## config.mk

```make
export PLATFORM = sky130hd
export DESIGN_NAME = mpu_periph_top
export DESIGN_NICKNAME = d
export VERILOG_FILES = /design/src/hdl/mpu_pkg.sv /design/src/hdl/mpu_bus_decode.sv /design/src/hdl/mpu_periph_top.sv /design/src/hdl/mpu_pic.sv /design/src/hdl/mpu_pit.sv
export VERILOG_INCLUDE_DIRS = /design/src /design/src/hdl
export SDC_FILE = /design/constraint.sdc
export NUM_CORES = 1
export LEC_CHECK = 0
export ABC_CLOCK_PERIOD_IN_PS = 11200
export BUFFER_PORTS_ARGS = -buffer_cell sky130_fd_sc_hd__buf_2
export CAP_MARGIN = 20
export CORE_ASPECT_RATIO = 1.2
export CORE_MARGIN = 2
export CORE_UTILIZATION = 45
export CTS_CLUSTER_DIAMETER = 120
export CTS_CLUSTER_SIZE = 12
export DETAILED_ROUTE_END_ITERATION = 10
export PLACE_DENSITY = 0.7
export SYNTH_ARGS = -nofsm -noshare
export SYNTH_HDL_FRONTEND = slang
export SYNTH_HIERARCHICAL = 1
export SYNTH_SLANG_ARGS = --single-unit
```

## constraint.sdc

```tcl
create_clock -name clk_i -period 11.2 [get_ports clk_i]
set_clock_uncertainty 0.1 [all_clocks]
set_input_delay 2.24 -clock clk_i [delete_from_list [all_inputs] [get_ports clk_i]]
set_output_delay 2.24 -clock clk_i [all_outputs]
set_load 0.02 [all_outputs]
```

## src/hdl/mpu_consts.svh

```systemverilog
`ifndef MPU_CONSTS_SVH
`define MPU_CONSTS_SVH

// ====================
// address map
// ====================
// each block decodes on adr[31:8], so 256 bytes apiece
`define MPU_PIT_BASE       32'hFFDC1100  // interval timer
`define MPU_PIC_BASE       32'hFFDC0F00  // interrupt controller

`define MPU_PIT_COUNT      3             // down-counters in the timer
`define MPU_IRQ_SRCS       32            // interrupt sources, 0 is never used

// ====================
// timer registers
// ====================
// timer n lives at n*16, offsets below are within its slot
`define MPU_PIT_COUNT_OFS  4'h0          // current count, read only
`define MPU_PIT_RELOAD_OFS 4'h4
`define MPU_PIT_CTRL_OFS   4'h8
`define MPU_PIT_CTRL_EN    0             // ctrl bit positions
`define MPU_PIT_CTRL_AR    1             // auto reload
`define MPU_PIT_CTRL_LD    2             // load now, reads back as 0

// ====================
// interrupt controller
// ====================
`define MPU_PIC_CAUSE      6'h00         // read only
`define MPU_PIC_ENABLE     6'h04
`define MPU_PIC_PENDING    6'h08         // write 1 to clear
`define MPU_PIC_EDGE       6'h0C         // 1 = edge triggered
`define MPU_PIC_LEVEL0     6'h20         // sources 0..7, one nibble each
`define MPU_PIC_LEVEL1     6'h24
`define MPU_PIC_LEVEL2     6'h28
`define MPU_PIC_LEVEL3     6'h2C         // sources 24..31

`endif

```

## src/hdl/mpu_pkg.sv

```systemverilog
package mpu_pkg;

	// ====================
	// bus side
	// ====================
	typedef logic [31:0] addr_t;     // byte address from the master
	typedef logic [63:0] data_t;     // full width data word
	typedef logic [7:0]  sel_t;      // one bit per byte lane

	// 32 bit peripherals see only one lane
	typedef logic [31:0] reg32_t;

	// ====================
	// interrupt side
	// ====================
	typedef logic [7:0]  cause_t;    // winning source number, 0 = none
	typedef logic [3:0]  irq_lvl_t;  // programmed priority level

endpackage

```

## src/hdl/mpu_bus_decode.sv

```systemverilog
`timescale 1ns/1ns
`include "mpu_consts.svh"

module mpu_bus_decode (
	input  logic            clk_i,
	input  logic            rst_n_i,
	input  logic            cyc_i,
	input  logic            stb_i,
	input  mpu_pkg::addr_t  adr_i,
	input  mpu_pkg::sel_t   sel_i,
	input  mpu_pkg::data_t  dat_i,
	input  logic            pit_ack_i,
	input  mpu_pkg::reg32_t pit_dat_i,
	input  logic            pic_ack_i,
	input  mpu_pkg::reg32_t pic_dat_i,
	output logic            cs_pit_o,
	output logic            cs_pic_o,
	output mpu_pkg::addr_t  adr32_o,
	output mpu_pkg::reg32_t dat32_o,
	output logic            ack_o,
	output logic            err_o,
	output mpu_pkg::data_t  dat_o
);
	import mpu_pkg::*;

	localparam addr_t PIT_BASE = `MPU_PIT_BASE;
	localparam addr_t PIC_BASE = `MPU_PIC_BASE;

	logic  unmapped;  // live request hitting neither block
	logic  err_q;     // first stage of the error response
	data_t rd_mux;    // next read word

	// ====================
	// chip selects
	// ====================
	assign cs_pit_o = adr_i[31:8] == PIT_BASE[31:8];
	assign cs_pic_o = adr_i[31:8] == PIC_BASE[31:8];
	assign unmapped = cyc_i & stb_i & ~cs_pit_o & ~cs_pic_o;

	// rebuild a2 from the byte selects, the upper lane means a2 set
	assign adr32_o = {adr_i[31:3], |sel_i[7:4], 2'b00};
	assign dat32_o = |sel_i[7:4] ? dat_i[63:32] : dat_i[31:0];  // pick the live lane

	// interrupt controller wins if both ever ack together
	always_comb begin
		if (pic_ack_i)
			rd_mux = {2{pic_dat_i}};
		else if (pit_ack_i)
			rd_mux = {2{pit_dat_i}};
		else
			rd_mux = '0;
	end

	// ====================
	// response register
	// ====================
	always_ff @(posedge clk_i) begin
		if (!rst_n_i) begin
			ack_o <= 1'b0;
			err_q <= 1'b0;
			err_o <= 1'b0;
		end else begin
			ack_o <= pit_ack_i | pic_ack_i;
			// one shot per request, same spacing as a peripheral ack
			err_q <= unmapped & ~err_q;
			err_o <= err_q;
		end
	end

	// 32 bit data is mirrored into both halves
	always_ff @(posedge clk_i) begin
		dat_o <= rd_mux;
	end

endmodule

```

## src/hdl/mpu_periph_top.sv

```systemverilog
`timescale 1ns/1ns
`include "mpu_consts.svh"

module mpu_periph_top (
	input  logic              clk_i,
	input  logic              rst_n_i,
	input  logic              cyc_i,
	input  logic              stb_i,
	input  logic              we_i,
	input  mpu_pkg::addr_t    adr_i,
	input  mpu_pkg::sel_t     sel_i,
	input  mpu_pkg::data_t    dat_i,
	input  logic [28:0]       irq_src_i,   // bit 0 has no source behind it
	input  logic              pit_gate2_i,
	output logic              ack_o,
	output logic              err_o,
	output mpu_pkg::data_t    dat_o,
	output mpu_pkg::irq_lvl_t irq_o,
	output mpu_pkg::cause_t   cause_o,
	output logic              pit_out2_o
);
	import mpu_pkg::*;

	logic   cs_pit;
	logic   cs_pic;
	addr_t  adr32;  // lane address for the 32 bit blocks
	reg32_t dat32;
	logic   pit_ack;
	reg32_t pit_dat;
	logic   pic_ack;
	reg32_t pic_dat;

	logic [`MPU_PIT_COUNT-1:0] pit_out;
	logic [`MPU_IRQ_SRCS-1:0]  pic_src;

	// timer 0 on the top source, then 1 and 2 below it
	assign pic_src    = {pit_out[0], pit_out[1], pit_out[2], irq_src_i[28:1], 1'b0};
	assign pit_out2_o = pit_out[2];

	// ====================
	// blocks
	// ====================
	mpu_bus_decode u_dec (
		.clk_i     (clk_i),
		.rst_n_i   (rst_n_i),
		.cyc_i     (cyc_i),
		.stb_i     (stb_i),
		.adr_i     (adr_i),
		.sel_i     (sel_i),
		.dat_i     (dat_i),
		.pit_ack_i (pit_ack),
		.pit_dat_i (pit_dat),
		.pic_ack_i (pic_ack),
		.pic_dat_i (pic_dat),
		.cs_pit_o  (cs_pit),
		.cs_pic_o  (cs_pic),
		.adr32_o   (adr32),
		.dat32_o   (dat32),
		.ack_o     (ack_o),
		.err_o     (err_o),
		.dat_o     (dat_o)
	);

	mpu_pit u_pit (
		.clk_i   (clk_i),
		.rst_n_i (rst_n_i),
		.cs_i    (cs_pit),
		.cyc_i   (cyc_i),
		.stb_i   (stb_i),
		.we_i    (we_i),
		.adr_i   (adr32[5:0]),
		.dat_i   (dat32),
		.gate2_i (pit_gate2_i),
		.ack_o   (pit_ack),
		.dat_o   (pit_dat),
		.out_o   (pit_out)
	);

	mpu_pic u_pic (
		.clk_i   (clk_i),
		.rst_n_i (rst_n_i),
		.cs_i    (cs_pic),
		.cyc_i   (cyc_i),
		.stb_i   (stb_i),
		.we_i    (we_i),
		.adr_i   (adr32[5:0]),
		.dat_i   (dat32),
		.src_i   (pic_src),
		.ack_o   (pic_ack),
		.dat_o   (pic_dat),
		.irq_o   (irq_o),
		.cause_o (cause_o)
	);

endmodule

```

## src/hdl/mpu_pic.sv

```systemverilog
`timescale 1ns/1ns
`include "mpu_consts.svh"

module mpu_pic (
	input  logic             clk_i,
	input  logic             rst_n_i,
	input  logic             cs_i,
	input  logic             cyc_i,
	input  logic             stb_i,
	input  logic             we_i,
	input  logic [5:0]       adr_i,
	input  mpu_pkg::reg32_t  dat_i,
	input  logic [31:0]      src_i,
	output logic             ack_o,
	output mpu_pkg::reg32_t  dat_o,
	output mpu_pkg::irq_lvl_t irq_o,
	output mpu_pkg::cause_t  cause_o
);
	import mpu_pkg::*;

	logic req;
	logic wr;

	// source pipeline for edge detect
	logic [`MPU_IRQ_SRCS-1:0] src_d1;
	logic [`MPU_IRQ_SRCS-1:0] src_d2;
	logic [`MPU_IRQ_SRCS-1:0] rise;
	logic [`MPU_IRQ_SRCS-1:0] clr;       // write-1-to-clear mask

	reg32_t   en_q;
	reg32_t   edge_mode_q;
	reg32_t   pend_q;                    // sticky, edge sources only
	reg32_t   pend_eff;                  // what software sees
	reg32_t   act;                       // pending and enabled
	irq_lvl_t lvl_q [`MPU_IRQ_SRCS];

	cause_t   win;                       // highest active source
	cause_t   cause_q;
	irq_lvl_t irq_q;
	reg32_t   lvl_rd;
	reg32_t   rd_val;

	assign req = cs_i & cyc_i & stb_i & ~ack_o;
	assign wr  = req & we_i;

	// ====================
	// capture
	// ====================
	assign rise = src_d1 & ~src_d2;
	assign clr  = (wr && adr_i == `MPU_PIC_PENDING) ? dat_i : '0;

	// level sources follow the pin directly
	assign pend_eff = pend_q | (src_i & ~edge_mode_q);
	assign act      = pend_eff & en_q;

	// later sources overwrite earlier, so the top one wins
	always_comb begin
		win = '0;
		for (int k = 1; k < `MPU_IRQ_SRCS; k++) begin
			if (act[k])
				win = cause_t'(k);
		end
	end

	// ====================
	// registers
	// ====================
	always_ff @(posedge clk_i) begin
		if (!rst_n_i) begin
			ack_o       <= 1'b0;
			src_d1      <= '0;
			src_d2      <= '0;
			pend_q      <= '0;
			en_q        <= '0;
			edge_mode_q <= '0;
			cause_q     <= '0;
			irq_q       <= '0;
			for (int k = 0; k < `MPU_IRQ_SRCS; k++)
				lvl_q[k] <= '0;
		end else begin
			ack_o  <= req;
			src_d1 <= src_i;
			src_d2 <= src_d1;
			// a new edge beats a clear in the same cycle
			pend_q <= ((pend_q & ~clr) | rise) & edge_mode_q;
			cause_q <= win;
			irq_q   <= (win != '0) ? lvl_q[win[4:0]] : '0;
			if (wr) begin
				case (adr_i)
					`MPU_PIC_ENABLE: en_q        <= dat_i;
					`MPU_PIC_EDGE:   edge_mode_q <= dat_i;
					`MPU_PIC_LEVEL0, `MPU_PIC_LEVEL1,
					`MPU_PIC_LEVEL2, `MPU_PIC_LEVEL3: begin
						// eight nibbles, register n holds sources 8n..8n+7
						for (int j = 0; j < 8; j++)
							lvl_q[{adr_i[3:2], 3'(j)}] <= dat_i[4*j +: 4];
					end
					default: ;  // cause is read only, pending handled above
				endcase
			end
		end
	end

	// ====================
	// read back
	// ====================
	always_comb begin
		lvl_rd = '0;
		for (int j = 0; j < 8; j++)
			lvl_rd[4*j +: 4] = lvl_q[{adr_i[3:2], 3'(j)}];
	end

	always_comb begin
		case (adr_i)
			`MPU_PIC_CAUSE:   rd_val = reg32_t'(cause_q);
			`MPU_PIC_ENABLE:  rd_val = en_q;
			`MPU_PIC_PENDING: rd_val = pend_eff;
			`MPU_PIC_EDGE:    rd_val = edge_mode_q;
			`MPU_PIC_LEVEL0, `MPU_PIC_LEVEL1,
			`MPU_PIC_LEVEL2, `MPU_PIC_LEVEL3: rd_val = lvl_rd;
			default:          rd_val = '0;
		endcase
	end

	always_ff @(posedge clk_i) begin
		if (req)
			dat_o <= rd_val;
	end

	assign cause_o = cause_q;
	assign irq_o   = irq_q;  // level of the current winner

endmodule

```

## src/hdl/mpu_pit.sv

```systemverilog
`timescale 1ns/1ns
`include "mpu_consts.svh"

module mpu_pit (
	input  logic            clk_i,
	input  logic            rst_n_i,
	input  logic            cs_i,
	input  logic            cyc_i,
	input  logic            stb_i,
	input  logic            we_i,
	input  logic [5:0]      adr_i,
	input  mpu_pkg::reg32_t dat_i,
	input  logic            gate2_i,
	output logic            ack_o,
	output mpu_pkg::reg32_t dat_o,
	output logic [2:0]      out_o
);
	import mpu_pkg::*;

	logic       req;   // request taken this cycle
	logic       wr;
	logic [1:0] tsel;  // which timer slot
	logic [3:0] ofs;   // register within the slot

	// per timer state
	reg32_t                    count_q  [`MPU_PIT_COUNT];
	reg32_t                    reload_q [`MPU_PIT_COUNT];
	logic [`MPU_PIT_COUNT-1:0] en_q;
	logic [`MPU_PIT_COUNT-1:0] auto_q;
	logic [`MPU_PIT_COUNT-1:0] out_q;
	logic [`MPU_PIT_COUNT-1:0] run;  // counting this clock

	reg32_t rd_val;

	// ====================
	// bus side
	// ====================
	assign req  = cs_i & cyc_i & stb_i & ~ack_o;  // one sample per request
	assign wr   = req & we_i;
	assign tsel = adr_i[5:4];
	assign ofs  = adr_i[3:0];

	// only the last timer has a gate input
	assign run = en_q & {gate2_i, {(`MPU_PIT_COUNT-1){1'b1}}};

	always_comb begin
		rd_val = '0;
		// slot 3 is empty and reads zero
		if (tsel < 2'(`MPU_PIT_COUNT)) begin
			case (ofs)
				`MPU_PIT_COUNT_OFS:  rd_val = count_q[tsel];
				`MPU_PIT_RELOAD_OFS: rd_val = reload_q[tsel];
				`MPU_PIT_CTRL_OFS:   rd_val = {30'd0, auto_q[tsel], en_q[tsel]};
				default:             rd_val = '0;
			endcase
		end
	end

	always_ff @(posedge clk_i) begin
		if (!rst_n_i)
			ack_o <= 1'b0;
		else
			ack_o <= req;  // high for exactly one cycle
	end

	always_ff @(posedge clk_i) begin
		if (req)
			dat_o <= rd_val;
	end

	// ====================
	// counters
	// ====================
	always_ff @(posedge clk_i) begin
		if (!rst_n_i) begin
			for (int t = 0; t < `MPU_PIT_COUNT; t++) begin
				count_q[t]  <= '0;
				reload_q[t] <= '0;
			end
			en_q   <= '0;
			auto_q <= '0;
			out_q  <= '0;
		end else begin
			for (int t = 0; t < `MPU_PIT_COUNT; t++) begin
				// out fires once per pass through zero
				out_q[t] <= run[t] && (count_q[t] == '0);
				if (run[t]) begin
					if (count_q[t] != '0)
						count_q[t] <= count_q[t] - 32'd1;
					else if (auto_q[t])
						count_q[t] <= reload_q[t];  // extra cycle, period is reload+1
					else
						en_q[t] <= 1'b0;  // one shot stops at zero
				end

				// bus writes override the count logic
				if (wr && tsel == 2'(t)) begin
					case (ofs)
						`MPU_PIT_RELOAD_OFS: reload_q[t] <= dat_i;
						`MPU_PIT_CTRL_OFS: begin
							en_q[t]   <= dat_i[`MPU_PIT_CTRL_EN];
							auto_q[t] <= dat_i[`MPU_PIT_CTRL_AR];
							if (dat_i[`MPU_PIT_CTRL_LD])
								count_q[t] <= reload_q[t];
						end
						default: ;  // count is read only
					endcase
				end
			end
		end
	end

	assign out_o = out_q;

endmodule

```

## After elaboration in Yosys (flattened, before gate mapping)

Memories as Yosys holds them, arrays and structs flattened. A register that Yosys moved wholly into a read port is not among the register bits.
Index checks and enable logic that the tools add are counted.

- Register bits after elaboration: 310
- RAM bits: 320
- Input bits: 139
- Logic and storage cells: 261
- Memories kept: 3

- Add/sub/neg operators: 3
- Order comparisons: 2
- Eq/ne operators: 13
- Muxes and demuxes: 145
- Bitwise logic cells: 41
- Reductions and logical operators: 34

Memory list:

| name | words | bits a word | rd ports | clocked after Yosys merged registers in | wr ports | line | text |
|---|---|---|---|---|---|---|---|
| u_pic.lvl_q | 32 | 4 | 9 | 1 | 32 | mpu_pic.sv:35 | `` irq_lvl_t lvl_q [`MPU_IRQ_SRCS]; `` |
| u_pit.count_q | 3 | 32 | 4 | 0 | 3 | mpu_pit.sv:26 | `` reg32_t count_q [`MPU_PIT_COUNT]; `` |
| u_pit.reload_q | 3 | 32 | 4 | 0 | 3 | mpu_pit.sv:27 | `` reg32_t reload_q [`MPU_PIT_COUNT]; `` |

Operators with widths:

| kind | count |
|---|---|
| 2-to-1 mux 32 bit | 14 |
| bitwise AND 32 bit | 5 |
| one-hot mux 32 bit (5 select lines) | 1 |
| 2-to-1 mux 64 bit | 2 |
| 2-to-1 mux 5 bit | 24 |
| zero test 32 bit | 3 |
| inverter 32 bit | 3 |
| one-hot mux 32 bit (3 select lines) | 1 |
| nonzero test 32 bit | 3 |
| subtractor 32 x 1 -> 32 bit, second input constant | 3 |
| 2-to-1 mux 1 bit | 79 |
| 2-to-1 mux 4 bit | 16 |
| bitwise OR 32 bit | 2 |
| == test 24 bit, second input constant | 2 |
| OR reduction 4 bit | 10 |
| == test 4 bit, second input constant | 4 |
| bitwise OR 1 bit | 13 |
| bitwise AND 1 bit | 12 |
| 2-to-1 mux 3 bit | 4 |
| AND reduction 2 bit | 6 |
| == test 4 x 2 -> 1 bit, second input constant | 2 |
| nonzero test 8 bit | 1 |
| logical AND 1 bit | 7 |
| zero test 6 bit | 1 |
| other kinds (12) | 20 |

## Depth between registers and ports, before layout

Gate-level depths: netlist (run 1).

- Depth after elaboration: 38
- Gate-level depth with buffers: 13
- Gate-level depth less buffers: 10

## Hierarchy

Netlist (run 1), hierarchy kept.

By module, submodules not included:

| module | instances | cells an instance | area each (um^2) | seq. area each (um^2) |
|---|---|---|---|---|
| mpu_pic | 1 | 1,465 | 14,785.4 | 8,207.9 |
| mpu_pit | 1 | 1,117 | 12,290.5 | 6,926.6 |
| mpu_bus_decode | 1 | 194 | 2,014.4 | 700.7 |
| mpu_periph_top | 1 | 1 | 3.8 | 0.0 |

## Least setup slack after synthesis (run 1)

Ideal clock, no wire load.

- Kind: input port to flip-flop
- Start: input port adr_i[14]
- End: memory u_pic/lvl_q[10][0] in the netlist's numbering (enable)
- Library setup time: 0.466 ns
- Arrival: 7.170 ns
- Data required time: 10.634 ns
- Setup slack: 3.464 ns
- Stages on the path: 9
- Cell sequence: nor4b_2 > nand4_1 > or4_4 > nor2_1 > and4b_1 > clkbuf_1 > and2_1 > nand3_1 > o21ai_0

RTL lines:

| what | line | text |
|---|---|---|
| from (decl) | mpu_periph_top.sv:10 | `input mpu_pkg::addr_t adr_i,` |
| to (decl) | mpu_pic.sv:35 |  |

==> impl_results.md, run 1 <==
* Cell Count, Final, Fillers Out at 3,736
* Cell Rows at 101
* CTS max path bufs at 3
* Final critical-path share of the clock period at 0.537
* DRT met1 WL at 33,700 µm
* Starting Density at 0.456
* WL met3 at 7140 µm
* Setup crit start kind: input pin
* CTS tree: built
* Post-Syn Instances at 2,751
* Data arrival time of the worst path at 6.21 ns
* Average wire per standard cell at 24.3 µm
* Number of routed nets with antenna violations at 0
* Congestion Overflow GR at 0
* Iteration-0 DRC Markers at 2,555
* Uppermost layer routed: met5
* CP Max Fanout at 36
* Clock Sink Count at 599
* Routed WL at 90,900 µm
* WHS at 0.344 ns
* Synthesized area at 28,900 µm²
* H-tree depth at 2
* Final setup TNS at 0 ns
* Worst EP required at 11.39 ns
* Skew-Pair Late Insertion Delay at 0.63 ns
* Largest net degree at the start of global routing at 97
* Num CTS Buffers at 55
* # port buffers at 204
* Post-layout power at 4.49 mW
* Max-slew violations at 0
* Pre-CTS setup slack at 4.55 ns
* Drt first pass iters at 6
* CTS Hold Bufs at 0
* Avg Synthesized Cell Area at 10.5 µm²
* Die height at 282 µm
* Type of the worst min-delay path: reg -> reg
* Worst setup EP type: flop
* Number of global-route vias before repair at 21,584
* Nets at 3,011
* Relative slew slack at 0.178
* Layout area overhead at 11.4%
* Max-cap viol count at 0
* Post-layout worst setup margin at 5.18 ns
* Vias per cell at 5.98
* Vias at 22,343
* First-pass GRT wire length at 133,000 µm
* Routability cong. at 0.956
* Final hold viol count at 0
* I/O pins at 218
* Final number of setup-violating endpoints at 0
* Slew @ Worst Pin at 1.22 ns
* Post-CTS Setup Inserts at 0
* Placed cells at 3,633
* Tmin final at 6.02 ns
* Pwr per Cell Area at 140 nW/µm²
* Peak supply drop at 0.121 mV
* Tot GR Track Use at 0.267
* Clock transition at path regs at 0.06 ns
* Crit Path Category: in -> reg
* Lkg Pwr at 11.7 nW
* Synth Warn # at 6
* # resized after CTS at 0
* Max Clk Rate at 0.166 GHz
* CTS root buf: clkbuf_16
* Chip Width at 235 µm
* DRC violation count after routing at 0
* Share of layout cells above drive strength 1 at 0.150
* RSZ-0062 raised after global routing: no
* Core outline area at 63,400 µm²
* Die area at 66,300 µm²
* Status: complete, no violations
* DR WL met2 at 43,400 µm
* Initial antenna violation count at 12
* HPWL after detailed placement at 62,800 µm
==> critical path, stage by stage <==
cell and delay [ns]:
buf_2 0.10, nor4b_2 0.25, nand4_1 0.12, or4_4 0.56, nor2_1 0.11, and4b_2 0.21
buf_4 0.41, and2_1 0.22, nand3_1 0.28, nor3_2 0.18, buf_4 0.35, nand2b_1 0.72
buf_4 0.41
==> where the power goes <==
part | leakage [nW] | internal [mW] | switching (mW) | total (mW)
Sequential | 5.59 | 2.40 | 0.0445 | 2.45
Combinational | 5.36 | 0.0978 | 0.191 | 0.289
Clock | 0.756 | 0.934 | 0.821 | 1.75
Total | 11.7 | 3.44 | 1.06 | 4.49
==> layout by cell type (no fill, tap or decap), types with 12 or more instances in the layout <==
cell and instances:
or4_1 12, buf_4 50, mux4_2 32, nor2_1 229
xor2_1 24, and2_1 234, mux2i_1 89, clkbuf_1 38
nand3_1 39, o21ai_0 106, buf_2 201, nand2_1 434
nor3_1 29, a221o_1 28, dfxtp_1 215, xnor2_1 55
inv_1 15, o21ai_1 26, mux2_2 34, edfxtp_1 384
o21a_1 13, nand4_1 28, nor2b_1 66, a22o_1 33
o31ai_1 33, a211oi_1 55, a32oi_1 18, clkbuf_16 56
a21oi_1 115, nor4_1 19, a22oi_1 36
==> path summary, 6_finish.rpt <==
kind,from,to,slack [ns],cells past startpoint
worst max-delay path,adr_i[14],u_pic/lvl_q[7][1]$_SDFFCE_PN0P_,5.18,13
worst min register to register,u_pic/src_d1[14]$_SDFF_PN0_,u_pic/src_d2[14]$_SDFF_PN0_,0.34,1
worst min-delay path,u_pic/src_d1[14]$_SDFF_PN0_,u_pic/src_d2[14]$_SDFF_PN0_,0.34,1
worst max register to register,u_pit/count_q[2][24]$_DFFE_PP_,u_pit/count_q[2][0]$_DFFE_PP_,7.22,7
==> sequential cells by signal, indices dropped and copies added (netlist names), 3 cells and up <==
| name | cells |
|---|---|
| u_pit/reload_q | 96 |
| u_pit/dat_o | 32 |
| u_pit/auto_q | 3 |
| u_pic/en_q | 32 |
| u_pic/src_d2 | 32 |
| u_pit/count_q | 96 |
| u_dec/dat_o | 32 |
| u_pic/edge_mode_q | 32 |
| u_pic/lvl_q | 128 |
| u_pit/out_o | 3 |
| u_pit/en_q | 3 |
| u_pic/pend_q | 32 |
| u_pic/cause_o | 5 |
| u_pic/dat_o | 32 |
| u_pic/irq_o | 4 |
| u_pic/src_d1 | 32 |
==> metal layers <==
metal  GRT usage  vias to the layer above
met5           0                        -
met4       0.174                        6
met3      0.0383                      261
met2       0.448                     1155
li1            -                    10125
met1       0.326                    10796
==> stage by stage <==
step | instance area, µm² | util
finish | 32200 | 0.507
global route | 32200 | 0.507
CTS | 32100 | 0.506
detailed placement | 30500 | 0.481
global placement | 30500 | 0.481
floorplan | 28900 | -
==> final cells by class <==
class	count	area (µm²)
fillers	5624	31300
flip-flops and latches	599	15800
multi-input cells	1941	12200
clock buffers	94	1540
repair buffers	254	1460
well taps	824	1030
inverters	17	63.8
clock inverters	2	50.0
diodes	5	12.5
Note: power is estimated with default switching activity, not from simulation.
==> run 2: changes to the inputs <==
Settings changed: ABC_CLOCK_PERIOD_IN_PS 11200 to 6080.
Clock period 11.2 ns to 6.08 ns, I/O delays scaled along.
==> impl_results.md, run 2 (synthesized netlist as in run 1, its figures left out) <==
* Internal power at 6.31 mW
* Clock transition at path regs at 0.06 ns
* Max-cap viol count at 0
* Congestion Overflow GR at 0
* CTS root buf: clkbuf_16
* I/O pins at 218
* Clock network fraction of design power at 0.390
* Final critical-path share of the clock period at 0.698
* Crit-path cells: buf_2 > nor4_4 > inv_2 > nor4b_1 > nand4_1 > nor3_1 > a31oi_4 > buf_12 > nor2_1 > a211oi_2
* Regs by FF count: u_pic/lvl_q x128, u_pit/count_q x96, u_pit/reload_q x96
* CP peak stage delay at 0.75 ns
* Status: complete, no violations
* Skew-Pair Late Insertion Delay at 0.64 ns
* Biggest register: u_pic/lvl_q
* HPWL after detailed placement at 63,900 µm
* Type of the worst min-delay path: reg -> reg
* Sw Share at 0.238
* Max-slew violations at 0
* Tot GR Track Use at 0.272
* Slowest CP cell: nor4_4
* Vias at 22,291
* Commonest non-fill, non-tap cells in the layout: nand2_1, edfxtp_1, and2_1
* Final hold viol count at 0
* Num CTS Buffers at 55
* DRC violation count after routing at 0
* # resized after CTS at 0
* Nets at 3,017
* Sequential Power Share at 0.546
* Slew @ Worst Pin at 1.06 ns
* Data arrival time of the worst path at 4.49 ns
* Starting Density at 0.456
* Max reg flops at 128
* Lkg Pwr at 11.7 nW
* Number of global-route vias before repair at 21,788
* Cell Rows at 101
* Max Clk Rate at 0.236 GHz
* CTS tree: built
* Die height at 282 µm
* Combinational group share of total power at 0.065
* Peak supply drop at 0.211 mV
* Setup crit start kind: input pin
* Vias per cell at 5.96
* H-tree depth at 2
* Pwr per Cell Area at 257 nW/µm²
* Placed cells at 3,640
* Drt first pass iters at 6
* CTS Hold Bufs at 0
* Chip Width at 235 µm
* Post-CTS Setup Inserts at 0
* RSZ-0062 raised after global routing: no
* Worst setup EP type: flop
* Worst EP required at 6.33 ns
* Final number of setup-violating endpoints at 0
* Routability cong. at 0.962
* Layout area overhead at 11.5%
* CTS max path bufs at 3
* Iteration-0 DRC Markers at 2,347
* CP Max Fanout at 36
* Core outline area at 63,400 µm²
* Final core utilization at 0.508
* Largest net degree at the start of global routing at 97
* Clock Sink Count at 599
* Routed WL at 91,600 µm
* Psw at 1.96 mW
* Number of routed nets with antenna violations at 0
* Cell Count, Final, Fillers Out at 3,737
* Crit Path Category: in -> reg
* Average wire per standard cell at 24.5 µm
* Share of layout cells above drive strength 1 at 0.152
* # port buffers at 204
* Commonest non-fill, non-tap cell in the layout: nand2_1
* Die area at 66,300 µm²
* First-pass GRT wire length at 136,000 µm
* Relative slew slack at 0.290
* Initial antenna violation count at 9
* Tmin final at 4.24 ns
-- run 2: through the flow --
step / setup TNS, ns / power, mW / area (µm²) / hold slack [ns] / setup WS (ns)
detailed placement: 0 / 5.12 / 30600 / 0.331 / 1.25
global placement: 0 / 5.11 / 30600 / 0.327 / 1.41
CTS: 0 / 8.31 / 32200 / 0.346 / 1.93
floorplan: -60.67 / 4.87 / 28900 / 0.318 / -0.632
global route: 0 / 8.50 / 32200 / 0.349 / 1.71
finish: 0 / 8.27 / 32200 / 0.344 / 1.84
-- run 2: final timing paths --
kind                               start                            endpoint  slack [ns]  depth (start not counted)
min reg2reg  u_pic/src_d1[10]$_SDFF_PN0_         u_pic/src_d2[10]$_SDFF_PN0_        0.34                          1
max reg2reg    u_pit/out_o[0]$_SDFF_PN0_           u_pic/irq_o[2]$_SDFF_PN0_        2.38                         10
max                             sel_i[5]  u_pit/count_q[0][27]$_SDFFCE_PN0P_        1.84                         10
min          u_pic/src_d1[10]$_SDFF_PN0_         u_pic/src_d2[10]$_SDFF_PN0_        0.34                          1
-- run 2: metal layers --
| metal | global-route usage | part of all wire |
|---|---|---|
| met5 | 0 | 0.00052 |
| met3 | 0.0375 | 0.075 |
| met2 | 0.458 | 0.48 |
| met4 | 0.189 | 0.076 |
| met1 | 0.326 | 0.37 |
-- run 2: area by class of cell --
class	count	area, µm²
antenna	1	2.50
clock buffer	92	1520
clock inverter	3	55.1
fill	5641	31200
inverter	17	63.8
multi-input combinational	1941	12200
sequential	599	15800
tap	824	1030
timing repair buffer	260	1530
-- run 2: worst max-delay path: cells and delay by family --
kind | cells | cell delay [ns]
AO/OA/AOI/OAI | 2 | 0.30
buffers and inverters | 3 | 0.50
AND/OR/NAND/NOR | 5 | 2.46
-- run 2: power groups by stage --
stage                     Combinational (mW)  Sequential, mW  Clock (mW)
after detailed placement               0.526            4.60           0
after global placement                 0.517            4.59           0
after CTS                              0.529            4.51        3.27
after floorplan                        0.298            4.57           0
final                                  0.534            4.51        3.22
after global routing                   0.563            4.52        3.41
